### config.mk
export PLATFORM = sky130hd
export DESIGN_NAME = fetch_unit
export DESIGN_NICKNAME = d
export VERILOG_FILES = /design/src/mem_geom_pkg.sv /design/src/fetch_unit.sv
export SDC_FILE = /design/constraint.sdc
export NUM_CORES = 1
export LEC_CHECK = 0
export ABC_AREA = 0
export BUFFER_PORTS_ARGS = -buffer_cell sky130_fd_sc_hd__buf_4
export CAP_MARGIN = 20
export CORE_UTILIZATION = 28
export CTS_CLUSTER_DIAMETER = 60
export DETAILED_ROUTE_END_ITERATION = 7
export GPL_TIMING_DRIVEN = 0
export PLACE_DENSITY = 0.71
export SYNTH_ARGS = -nofsm -noshare
export SYNTH_HDL_FRONTEND = slang
export SYNTH_SLANG_ARGS = --single-unit
### constraint.sdc
create_clock -name sclk -period 1.6 [get_ports sclk]
set_clock_uncertainty 0.15 [all_clocks]
set_input_delay 0.24 -clock sclk [delete_from_list [all_inputs] [get_ports sclk]]
set_output_delay 0.24 -clock sclk [all_outputs]
set_load 0.05 [all_outputs]
### src/mem_geom_pkg.sv
`default_nettype none

// storage geometry shared by the byte store and both access sides
package mem_geom_pkg;

   // one addressable location of the store
   localparam int BYTE_W = 8;

   // byte lanes per 32-bit word, lane 0 is the lowest address
   localparam int BYTES_PER_WORD = 4;

   // full word width follows from the lane count
   localparam int WORD_W = BYTE_W * BYTES_PER_WORD;

   // single storage byte
   typedef logic [BYTE_W-1:0] byte_t;

   // little endian word, byte at addr sits in bits 7:0
   typedef logic [WORD_W-1:0] word_t;

   // one write enable per byte lane
   typedef logic [BYTES_PER_WORD-1:0] lane_en_t;

endpackage

`default_nettype wire

### src/fetch_unit.sv
`timescale 1ns/1ps
`default_nettype none

// instruction fetch side
// tracks the request in flight and decodes the returned word
module fetch_unit
   import mem_geom_pkg::*;
#(
   parameter int ADDR_W = 8
)
(
   input  logic              sclk,
   input  logic              rst,
   input  logic              fetch_req,
   input  logic [ADDR_W-1:0] fetch_addr,
   input  word_t             fetch_word,
   output logic              fetch_valid,
   output word_t             fetch_inst,
   output logic              fetch_compressed,
   output logic [ADDR_W-1:0] fetch_next_addr
);

   // request strobe delayed to line up with the store's read latency
   logic              req_q;
   // address of the fetch in flight
   logic [ADDR_W-1:0] addr_q;
   // pc increment for the returned instruction
   logic [ADDR_W-1:0] step;

   always_ff @(posedge sclk)
   begin
      if (rst)
         req_q <= 1'b0;
      else
         req_q <= fetch_req;
   end

   // keep the address of the request being answered next cycle
   always_ff @(posedge sclk)
   begin
      if (fetch_req)
         addr_q <= fetch_addr;
   end

   assign fetch_valid = req_q;

   // full word goes out, upper half is don't care for a 16-bit instruction
   assign fetch_inst = fetch_word;

   // rv32c: opcode bits 1:0 == 2'b11 only for 32-bit encodings
   assign fetch_compressed = (fetch_word[1:0] != 2'b11);

   // +2 for compressed, +4 otherwise
   assign step = fetch_compressed ? ADDR_W'(2) : ADDR_W'(4);

   // wraps at the top of the address space
   assign fetch_next_addr = addr_q + step;

endmodule

`default_nettype wire

==> reports/qor.yml <==
floorplanning:
  rows: 17
  die_w_microns: 50.44
  floorplan.io_pins: 85
  vertical_die_dimension_microns: 50.44
  die_area_sq_um: 2544
  initial_core_util_pct: 29.69
  core_area_sq_um: 2212
timing:
  final.setup.tns_ns: -1.771
  worst_slew_margin_rel_pct: 82.91
  layout_setup_ws_ns: -0.4801
  worst-slew-pin-transition_ns: 0.2563
  setup_viol: 6
  final_max_slew_viol_count: 0
  fin_hold_ws_ns: 0.009894
  max_clock_freq_ghz: 0.4807
  final_period_minus_worst_setup_slack_ns: 2.080
  finalHoldViolations: 0
  final_min_period_over_clock_period_pct: 130.0
  rsz0062_at_grt: "yes"
clock_tree:
  root_buffer: "clkbuf_4"
  cts.clk_slew.worst_paths_ns: 0.05
  clock-sinks: 9
  clk_path_buf_depth: 2
  cts_tree: "yes"
  h-tree-depth: 1
  tritoncts.num_buffers: 3
yosys:
  synthDistinctLibCells: 13
  ys_ff_latch: 9
  yosysSeqAreaShare_pct: 39.62
  ys_warn_count: 0
  synth_area_per_cell_sq_um: 10.26
  postSynthNetCount: 108
  synthesis.instances: 64
  syn-cell-area_sq_um: 656.9
layout:
  drive_gt1_share_pct: 82.35
  layout_common_cells: "86 x buf_4, 8 x edfxtp_1, 8 x dlygate4sd3_1, 7 x buf_6"
  antenna-diode-count: 0
  final_net_count: 181
  final_cells: 164
  commonest_non_fill_non_tap_cell_in_the_layout: "buf_4"
  synthToLayoutAreaGrowth_pct: 114.9
routing:
  drt_first_pass_iters: 1
  post-route-drc-count: 0
  via_per_inst: 3.988
  antenna_violating_nets_post_route: 0
  via_count: 654
  drt_iter0_drc: 0
  wl_microns: 1669
  post_drt_wl_per_cell_microns: 10.18
critical_path:
  end_kind: "primary output"
  max_fo_critical_path: 3
  cp.required_ns: 1.21
  critical_setup_path_class: "flop to primary output"
  worstSetupStartpoint: "addr_q[2]"
  worstPathArrival_ns: 1.69
  path_cells: "xnor2_1, ha_2, a31oi_4, nor3_4, xor2_4, buf_6"
  critical_path.max_stage_delay_ns: 0.40
  start_kind: "flop"
  timing.critical_path.slowest_stage_cell: "edfxtp_1"
pwr:
  power.density_cell_area_nw_per_um2: 756.5
  leakage_power_uw: 0.0006921
  netSwitchingFraction_pct: 42.29
  power.switching_uw: 451.5
  p_clk_share_pct: 15.7
  totalPowerFinal_uw: 1068
  sequentialPowerShare_pct: 27.2
  worst_ir_drop_vdd_mv: 0.6800
  comb_pwr_share_pct: 57.0
  cell_internal_pwr_uw: 616.2
outcome:
  status: "finished, violations left"
  failed_checks: "setup timing"
worst_hold_path:
  hp-start: "fetch_addr[2]"
  hold_path_end: "addr_q[2]"
  hold_class: "input port to flop"
  hold-path-cell-count: 1
job:
  maxCapViolCount: 0
global_routing:
  antenna_found_initial: 0
  grt_remaining_overflow: 0
  pin_count_of_the_biggest_net_entering_global_routing: 10
  grt_pass1_vias: 533
  wire_length_of_the_first_global_routing_pass_microns: 2097
  track_usage_pct: 11.16
place:
  gp_congestion: 0.7148
  detailed_place_hpwl_microns: 1293
  placedCellCount: 146
  portBuffers: 54
  place_worst_setup_slack_ns: -0.3424
-- stage by stage --
stage | instance area (sq um) | utilization [%]
CTS | 1340 | 60.58
global placement | 1204 | 54.41
global route | 1411 | 63.80
detailed placement | 1204 | 54.41
floorplan | 763.2 | -
finish | 1411 | 63.80
-- how the worst max path moves through the flow --
stage | depth (start not counted) | endpoint | slack, ns
after floorplan | 5 | fetch_next_addr[7] | -0.28
after global placement | 6 | fetch_next_addr[7] | -0.34
after detailed placement | 6 | fetch_next_addr[7] | -0.34
after CTS | 6 | fetch_next_addr[7] | -0.50
after global routing | 6 | fetch_next_addr[7] | -0.58
final | 6 | fetch_next_addr[7] | -0.48
-- metal layers --
metal / track usage, % / up-vias / part of all wire (%)
met5: 0 / - / 0
met4: 6.944 / 0 / 1.7
met3: 0.6061 / 3 / 12
met2: 25.78 / 51 / 60
met1: 7.925 / 286 / 26
li1: - / 314 / -
-- cell type report --
cell class                 count  area [sq um]
tap                           28         35.03
timing repair buffer          68         556.8
buffer                        33         247.7
fill                         173         800.8
multi-input combinational     22         285.3
sequential                     9         260.3
clock buffer                   4         26.28
-- timing repair --
action	in CTS	in global routing
hold endpoints to repair	5	3
pin swaps	1	3
gates resized for setup	11	3
hold buffers	5	3
setup endpoints to repair	6	7
buffers inserted	2	6
-- flip-flops by register name, indices dropped and copies added, names as in the netlist --
name,count
fetch_valid,1
addr_q,8
-- synth_stat cells --
cell type / n / area share (%)
ha_1: 1 / 1.9
nor2b_1: 1 / 0.95
xor2_1: 4 / 5.3
dfxtp_1: 1 / 3.0
a21oi_1: 1 / 0.76
nor2_1: 4 / 2.3
a31oi_2: 1 / 1.9
nor3_2: 2 / 3.0
nand2_1: 5 / 2.9
and2_1: 1 / 0.95
buf_4: 33 / 38
xnor2_1: 2 / 2.7
edfxtp_1: 8 / 37
-- worst max-delay path: cells and delay by family (launching register included) --
| family | cells | cell delay (ns) |
|---|---|---|
| AND/OR/NAND/NOR | 1 | 0.23 |
| adder cells (fa/ha/maj) | 1 | 0.23 |
| XOR/XNOR | 2 | 0.35 |
| flip-flops | 1 | 0.40 |
| AO/OA/AOI/OAI | 1 | 0.06 |
| buffers and inverters | 1 | 0.17 |
-- power groups by stage --
stage | clock (uW) | combinational, uW | sequential [uW]
after floorplan | 0 | 392 | 304
after global placement | 0 | 534 | 301
after detailed placement | 0 | 538 | 301
after CTS | 174 | 583 | 295
after global routing | 186 | 633 | 292
final | 168 | 609 | 291
-- cells by family after synthesis --
kind of cell,after synthesis,synth area share [%]
buffers and inverters,33,37.71
AND/OR/NAND/NOR,13,10.10
flip-flops,9,39.62
XOR/XNOR,6,8.000
AO/OA/AOI/OAI,2,2.666
adder cells (fa/ha/maj),1,1.904
(Power assumes the default switching activity.)
