$ cat src/mem_access_pkg.sv
`default_nettype none

// encodings of the load/store instructions seen by the data side
package mem_access_pkg;

   // access size, same codes as the core's funct3-derived select
   // word 0, half 1, byte 2, anything else is treated as invalid
   typedef enum logic [1:0] {
      SIZE_WORD    = 2'd0,
      SIZE_HALF    = 2'd1,
      SIZE_BYTE    = 2'd2,
      SIZE_INVALID = 2'd3
   } access_size_e;

   // load extension kind
   // zero for lbu/lhu, sign for lb/lh, ignored for lw and stores
   typedef enum logic {
      EXT_ZERO = 1'b0,
      EXT_SIGN = 1'b1
   } load_ext_e;

endpackage

`default_nettype wire

$ cat src/mem_geom_pkg.sv
`default_nettype none

// storage geometry shared by the byte store and both access sides
package mem_geom_pkg;

   // one addressable location of the store
   localparam int BYTE_W = 8;

   // byte lanes per 32-bit word, lane 0 is the lowest address
   localparam int BYTES_PER_WORD = 4;

   // full word width follows from the lane count
   localparam int WORD_W = BYTE_W * BYTES_PER_WORD;

   // single storage byte
   typedef logic [BYTE_W-1:0] byte_t;

   // little endian word, byte at addr sits in bits 7:0
   typedef logic [WORD_W-1:0] word_t;

   // one write enable per byte lane
   typedef logic [BYTES_PER_WORD-1:0] lane_en_t;

endpackage

`default_nettype wire

$ cat src/data_port_if.sv
`timescale 1ns/1ps
`default_nettype none

// data side port of the byte store
// one combined address serves both the write and the registered read
interface data_port_if
   import mem_geom_pkg::*;
#(
   parameter int ADDR_W = 8
);

   // store strobe, write lands on the next rising edge
   logic              we;
   // byte address with the data-region offset already applied
   logic [ADDR_W-1:0] addr;
   // lanes written when we is high
   lane_en_t          lane_en;
   // store data, lane 0 goes to addr
   word_t             wdata;
   // four bytes from addr upward, one cycle after addr
   word_t             rdata;

   // load/store unit side
   modport requester (output we, addr, lane_en, wdata, input rdata);

   // byte store side
   modport store (input we, addr, lane_en, wdata, output rdata);

endinterface

`default_nettype wire

$ cat src/load_store_unit.sv
`timescale 1ns/1ps
`default_nettype none

// data side
// offsets the address, builds byte enables, extends loaded values
module load_store_unit
   import mem_geom_pkg::*;
   import mem_access_pkg::*;
#(
   parameter int ADDR_W      = 8,
   parameter int DATA_OFFSET = 100
)
(
   input  logic              sclk,
   input  logic              rst,
   input  logic              data_req,
   input  logic              data_we,
   input  access_size_e      data_size,
   input  load_ext_e         data_ext,
   input  logic [ADDR_W-1:0] data_addr,
   input  word_t             data_wdata,
   data_port_if.requester    dp,
   output logic              load_valid,
   output word_t             load_data
);

   // data-region base folded to the address width
   localparam logic [ADDR_W-1:0] OFFSET = ADDR_W'(DATA_OFFSET);

   // offset address, wraps modulo the memory size
   logic [ADDR_W-1:0] eff_addr;
   // lanes touched by this access size
   lane_en_t          size_lanes;

   // load request in flight
   logic              valid_q;
   // size and extension of the load in flight
   access_size_e      size_q;
   load_ext_e         ext_q;

   // top bit of the loaded value, zero for unsigned loads
   logic              sign_bit;

   assign eff_addr = data_addr + OFFSET;

   // word all four, half lanes 1:0, byte lane 0, invalid nothing
   always_comb
   begin
      case (data_size)
         SIZE_WORD: size_lanes = 4'b1111;
         SIZE_HALF: size_lanes = 4'b0011;
         SIZE_BYTE: size_lanes = 4'b0001;
         default:   size_lanes = 4'b0000;
      endcase
   end

   // request goes straight to the store in the same cycle
   assign dp.we      = data_req && data_we;
   assign dp.addr    = eff_addr;
   assign dp.lane_en = size_lanes;
   // lane 0 of wdata lands at eff_addr, upper lanes unused for sb/sh
   assign dp.wdata   = data_wdata;

   // only loads produce a response
   always_ff @(posedge sclk)
   begin
      if (rst)
         valid_q <= 1'b0;
      else
         valid_q <= data_req && !data_we;
   end

   // remember how to shape the word that comes back
   always_ff @(posedge sclk)
   begin
      if (data_req && !data_we)
      begin
         size_q <= data_size;
         ext_q  <= data_ext;
      end
   end

   assign load_valid = valid_q;

   // bit 7 for lb, bit 15 for lh
   always_comb
   begin
      sign_bit = 1'b0;
      if (ext_q == EXT_SIGN)
      begin
         if (size_q == SIZE_BYTE)
            sign_bit = dp.rdata[7];
         else if (size_q == SIZE_HALF)
            sign_bit = dp.rdata[15];
      end
   end

   // keep the low 1, 2 or 4 bytes and fill above them
   always_comb
   begin
      case (size_q)
         SIZE_WORD: load_data = dp.rdata;
         SIZE_HALF: load_data = {{16{sign_bit}}, dp.rdata[15:0]};
         SIZE_BYTE: load_data = {{24{sign_bit}}, dp.rdata[7:0]};
         // invalid size reads back as zero
         default:   load_data = '0;
      endcase
   end

endmodule

`default_nettype wire

$ cat src/flat_wrapper.sv
// flat-port wrapper written by rule: the top's interface ports become plain ports
module load_store_unit_flat import mem_geom_pkg::*; import mem_access_pkg::*;
#(
   parameter int ADDR_W      = 8,
   parameter int DATA_OFFSET = 100
)
  (sclk, rst, data_req, data_we, data_size, data_ext, data_addr, data_wdata, load_valid, load_data, dp_we, dp_addr, dp_lane_en, dp_wdata, dp_rdata);
  data_port_if #(.ADDR_W(ADDR_W)) dp_i ();
  input  logic sclk;
  input  logic rst;
  input  logic data_req;
  input  logic data_we;
  input  access_size_e data_size;
  input  load_ext_e data_ext;
  input  logic [ADDR_W-1:0] data_addr;
  input  word_t data_wdata;
  output logic load_valid;
  output word_t load_data;
  output wire logic [$bits(dp_i.we)-1:0] dp_we;
  output wire logic [$bits(dp_i.addr)-1:0] dp_addr;
  output wire logic [$bits(dp_i.lane_en)-1:0] dp_lane_en;
  output wire logic [$bits(dp_i.wdata)-1:0] dp_wdata;
  input wire logic [$bits(dp_i.rdata)-1:0] dp_rdata;
  assign dp_we = dp_i.we;
  assign dp_addr = dp_i.addr;
  assign dp_lane_en = dp_i.lane_en;
  assign dp_wdata = dp_i.wdata;
  assign dp_i.rdata = dp_rdata;
  load_store_unit #(.ADDR_W(ADDR_W), .DATA_OFFSET(DATA_OFFSET)) u_core (.sclk(sclk), .rst(rst), .data_req(data_req), .data_we(data_we), .data_size(data_size), .data_ext(data_ext), .data_addr(data_addr), .data_wdata(data_wdata), .dp(dp_i), .load_valid(load_valid), .load_data(load_data));
endmodule
$ cat config.mk
export PLATFORM = sky130hd
export DESIGN_NAME = load_store_unit_flat
export DESIGN_NICKNAME = d
export VERILOG_FILES = /design/src/mem_access_pkg.sv /design/src/mem_geom_pkg.sv /design/src/data_port_if.sv /design/src/load_store_unit.sv /design/src/flat_wrapper.sv
export SDC_FILE = /design/constraint.sdc
export NUM_CORES = 1
export LEC_CHECK = 0
export ABC_AREA = 1
export BUFFER_PORTS_ARGS = -buffer_cell sky130_fd_sc_hd__buf_2
export CAP_MARGIN = 40
export CELL_PAD_IN_SITES_DETAIL_PLACEMENT = 2
export CELL_PAD_IN_SITES_GLOBAL_PLACEMENT = 2
export CORE_MARGIN = 1
export CORE_UTILIZATION = 10
export DETAILED_ROUTE_END_ITERATION = 12
export PLACE_DENSITY = 0.9
export SLEW_MARGIN = 20
export SYNTH_ARGS = -nofsm -noshare
export SYNTH_HDL_FRONTEND = slang
export SYNTH_SLANG_ARGS = --single-unit
$ cat constraint.sdc
create_clock -name sclk -period 3.8 [get_ports sclk]
set_input_delay 0.57 -clock sclk [delete_from_list [all_inputs] [get_ports sclk]]
set_output_delay 0.57 -clock sclk [all_outputs]
set_load 0.1 [all_outputs]
==> results.txt <==
----------------------------------------------------
[Outcome]
  Status ... finished, final reports clean

[Placement]
  Routability congestion estimate from global placement ... 0.639
  Sum of net half-perimeters after detailed placement ... roughly 2700 um
  Pre-CTS setup slack ... about 1.5 ns
  Number of port buffers ... between 80 and 90
  Post-DP Area ... 0.00109 mm^2

[CTS]
  Count of hold-fix buffers inserted at cts ... 0
  Clock tree buffer depth ... 2
  CTS buffer count ... 3
  CTS tree ... yes
  Post-CTS setup buffer count ... 0
  Post-cts sizing count ... 0
  CTS root buf ... sky130_fd_sc_hd__clkbuf_8
  Clk pin slew, worst setup/hold paths ... approximately 0.030 ns
  Clock sink total ... 4
  H-Tree Depth ... 1

[Global route]
  Antenna violations before repair ... 0
  Pin count of the biggest net entering global routing ... 17
  Global-route wire length before repair ... between 4000 and 5000 um
  Vias in the first global route ... ~1100
  GRT Total Usage ... 0.0721
  Total global routing overflow ... 0

[STA]
  Final worst setup slack ... about 1.3 ns
  Setup repair after global routing missed its margin ... false
  Shortest period the worst path allows ... ~2.5 ns
  Sum of negative setup slack ... 0 ns
  Max-slew headroom ... 0.660
  Tightest Pin Transition ... 0.508 ns
  Number of endpoints failing setup at the final stage ... 0
  Hold Vio Cnt, Final ... 0
  Max-slew violation total from the final report ... 0
  F_max ... 0.399 GHz
  Hold slack final ... 0.517 ns
  Part of the cycle the worst path needs ... 0.659

[Detailed routing]
  Vias per Instance ... about 3.4
  Final routed wire length divided by cell count ... between 10 and 15 um
  Remaining number of nets flagged by the antenna check after routing ... 0
  Vias post-DR ... about 1000
  Sum of routed wire length over all layers ... 3080 um
  1st-iter DRT viols ... 10
  Iteration count of the initial detailed-routing pass ... 2
  Post-detailed-route DRC marker count ... 0

[Critical path]
  Critical setup path kind ... flip-flop to output pin
  Type of element capturing the critical path ... output pin
  Data arrival time of the critical path ... roughly 1.9 ns
  Required @ worst endpoint ... 3.23 ns
  Critical-path maximum fanout ... 10
  Type of origin of the critical path ... flip-flop

[Synth]
  Synth top area cells ... sky130_fd_sc_hd__buf_4 (35%), sky130_fd_sc_hd__nand2_1 (26%), sky130_fd_sc_hd__edfxtp_1 (11%)
  Portion of the post-synthesis area used by sequential elements ... 0.138
  Number of nets produced by synthesis ... between 200 and 250
  Post-synthesis area per instance ... approximately 5.7 um^2
  Number of distinct standard cells referenced by the synthesized netlist ... 14
  Total of warnings raised by yosys ... 0
  #FFs+latches synth ... 4
  Synth Instances ... 139
  Post-synth top area cell ... sky130_fd_sc_hd__buf_4
  Fraction of synthesized cell area taken by the top area cell type ... 0.349
  Combined area of all synthesized cells ... slightly below 800 um^2

[Finish]
  Diode insertion count for antenna repair ... 0
  Proportion of layout cells with a drive suffix above 1 ... 0.482
  Area growth, synth to finish ... 43.1%
  Commonest non-fill, non-tap cell in the layout ... sky130_fd_sc_hd__buf_2
  Finished Cell Area ... 0.00114 mm^2
  Final nets ... approximately 280
  Commonest cells after routing, fill and taps aside ... sky130_fd_sc_hd__buf_2 (88), sky130_fd_sc_hd__nand2_1 (56), sky130_fd_sc_hd__inv_1 (17)

[Pwr]
  Static leakage ... 0.787 nW
  Pwr dens ... between 400 and 500 mW/mm^2
  Max rail drop VDD ... between 0.0001 and 0.00015 V
  Overall power ... ~0.54 mW

[Die]
  Area of the die ... roughly 0.0083 mm^2
  Starting density of the core ... 0.103
  Std-Cell Rows ... 32
  Core ar. ... 0.00773 mm^2
  Die extent in x ... approximately 91 um
  I/O pin count ... 157
  Height of the chip ... ~91 um

[Job]
  Max cap viols ... 0

[Hold path]
  Worst min-delay path category ... input port to flip-flop

----------------------------------------------------
-- critical path, stage by stage, from the launching register on --
cell and delay [ns]:
sky130_fd_sc_hd__edfxtp_1 0.44, sky130_fd_sc_hd__nor2_1 0.44, sky130_fd_sc_hd__buf_4 0.26, sky130_fd_sc_hd__nand2_1 0.06, sky130_fd_sc_hd__nand2_1 0.07, sky130_fd_sc_hd__buf_2 0.44
-- flip-flops by register name (all words and copies together), names as in the netlist --
name	cells
u_core.ext_q	1
u_core.load_valid	1
u_core.size_q	2
-- layer usage --
metal	vias to the layer above	routed length, um	track usage
met5	-	0	0
met4	0	43	0.0198
met3	14	312	0.0276
met2	59	1620	0.141
met1	449	1100	0.0692
li1	489	-	-
-- cell families after synthesis --
family | count (synthesis) | share of synthesized area
compound gates | 1 | 0.00628
xor+xnor | 3 | 0.0330
fa+ha+maj | 1 | 0.0157
buf+inv | 55 | 0.434
flops | 4 | 0.138
simple gates | 75 | 0.373
-- power breakdown --
part           switching, mW  internal, mW
combinational          0.338        0.0557
sequential           0.00264        0.0503
clock                 0.0224        0.0717
total                  0.363         0.178
-- Yosys cell counts --
library cell,instances
sky130_fd_sc_hd__dfxtp_1,1
sky130_fd_sc_hd__xor2_1,3
sky130_fd_sc_hd__a21oi_1,1
sky130_fd_sc_hd__nor2_1,12
sky130_fd_sc_hd__inv_1,17
sky130_fd_sc_hd__nand2_1,56
sky130_fd_sc_hd__inv_2,1
sky130_fd_sc_hd__nand4_1,1
sky130_fd_sc_hd__nand3_2,1
sky130_fd_sc_hd__edfxtp_1,3
sky130_fd_sc_hd__nand3_1,4
sky130_fd_sc_hd__ha_1,1
sky130_fd_sc_hd__nor3_1,1
sky130_fd_sc_hd__buf_4,37
-- path summary, 6_finish.rpt --
kind,start,end,slack (ns),depth (start not counted)
setup / recovery,u_core.size_q[0],load_data[20],1.29,5
hold / removal,rst,u_core.load_valid,0.52,2
-- area by class of cell --
| type | instances | area (um^2) |
|---|---|---|
| Clock buffer | 4 | 45.0 |
| Fill cell | 968 | 6590 |
| Inverter | 18 | 67.6 |
| Multi-Input combinational cell | 80 | 340 |
| Sequential cell | 4 | 110 |
| Tap cell | 102 | 128 |
| Timing Repair Buffer | 89 | 448 |
-- per-stage QoR --
stage                     utilization  instances
final                           0.147        297
after global routing            0.147        297
after CTS                       0.147        297
after detailed placement        0.142        293
after global placement          0.141        292
after floorplan                     -        139
No activity file was read; power rests on OpenSTA's default activity.
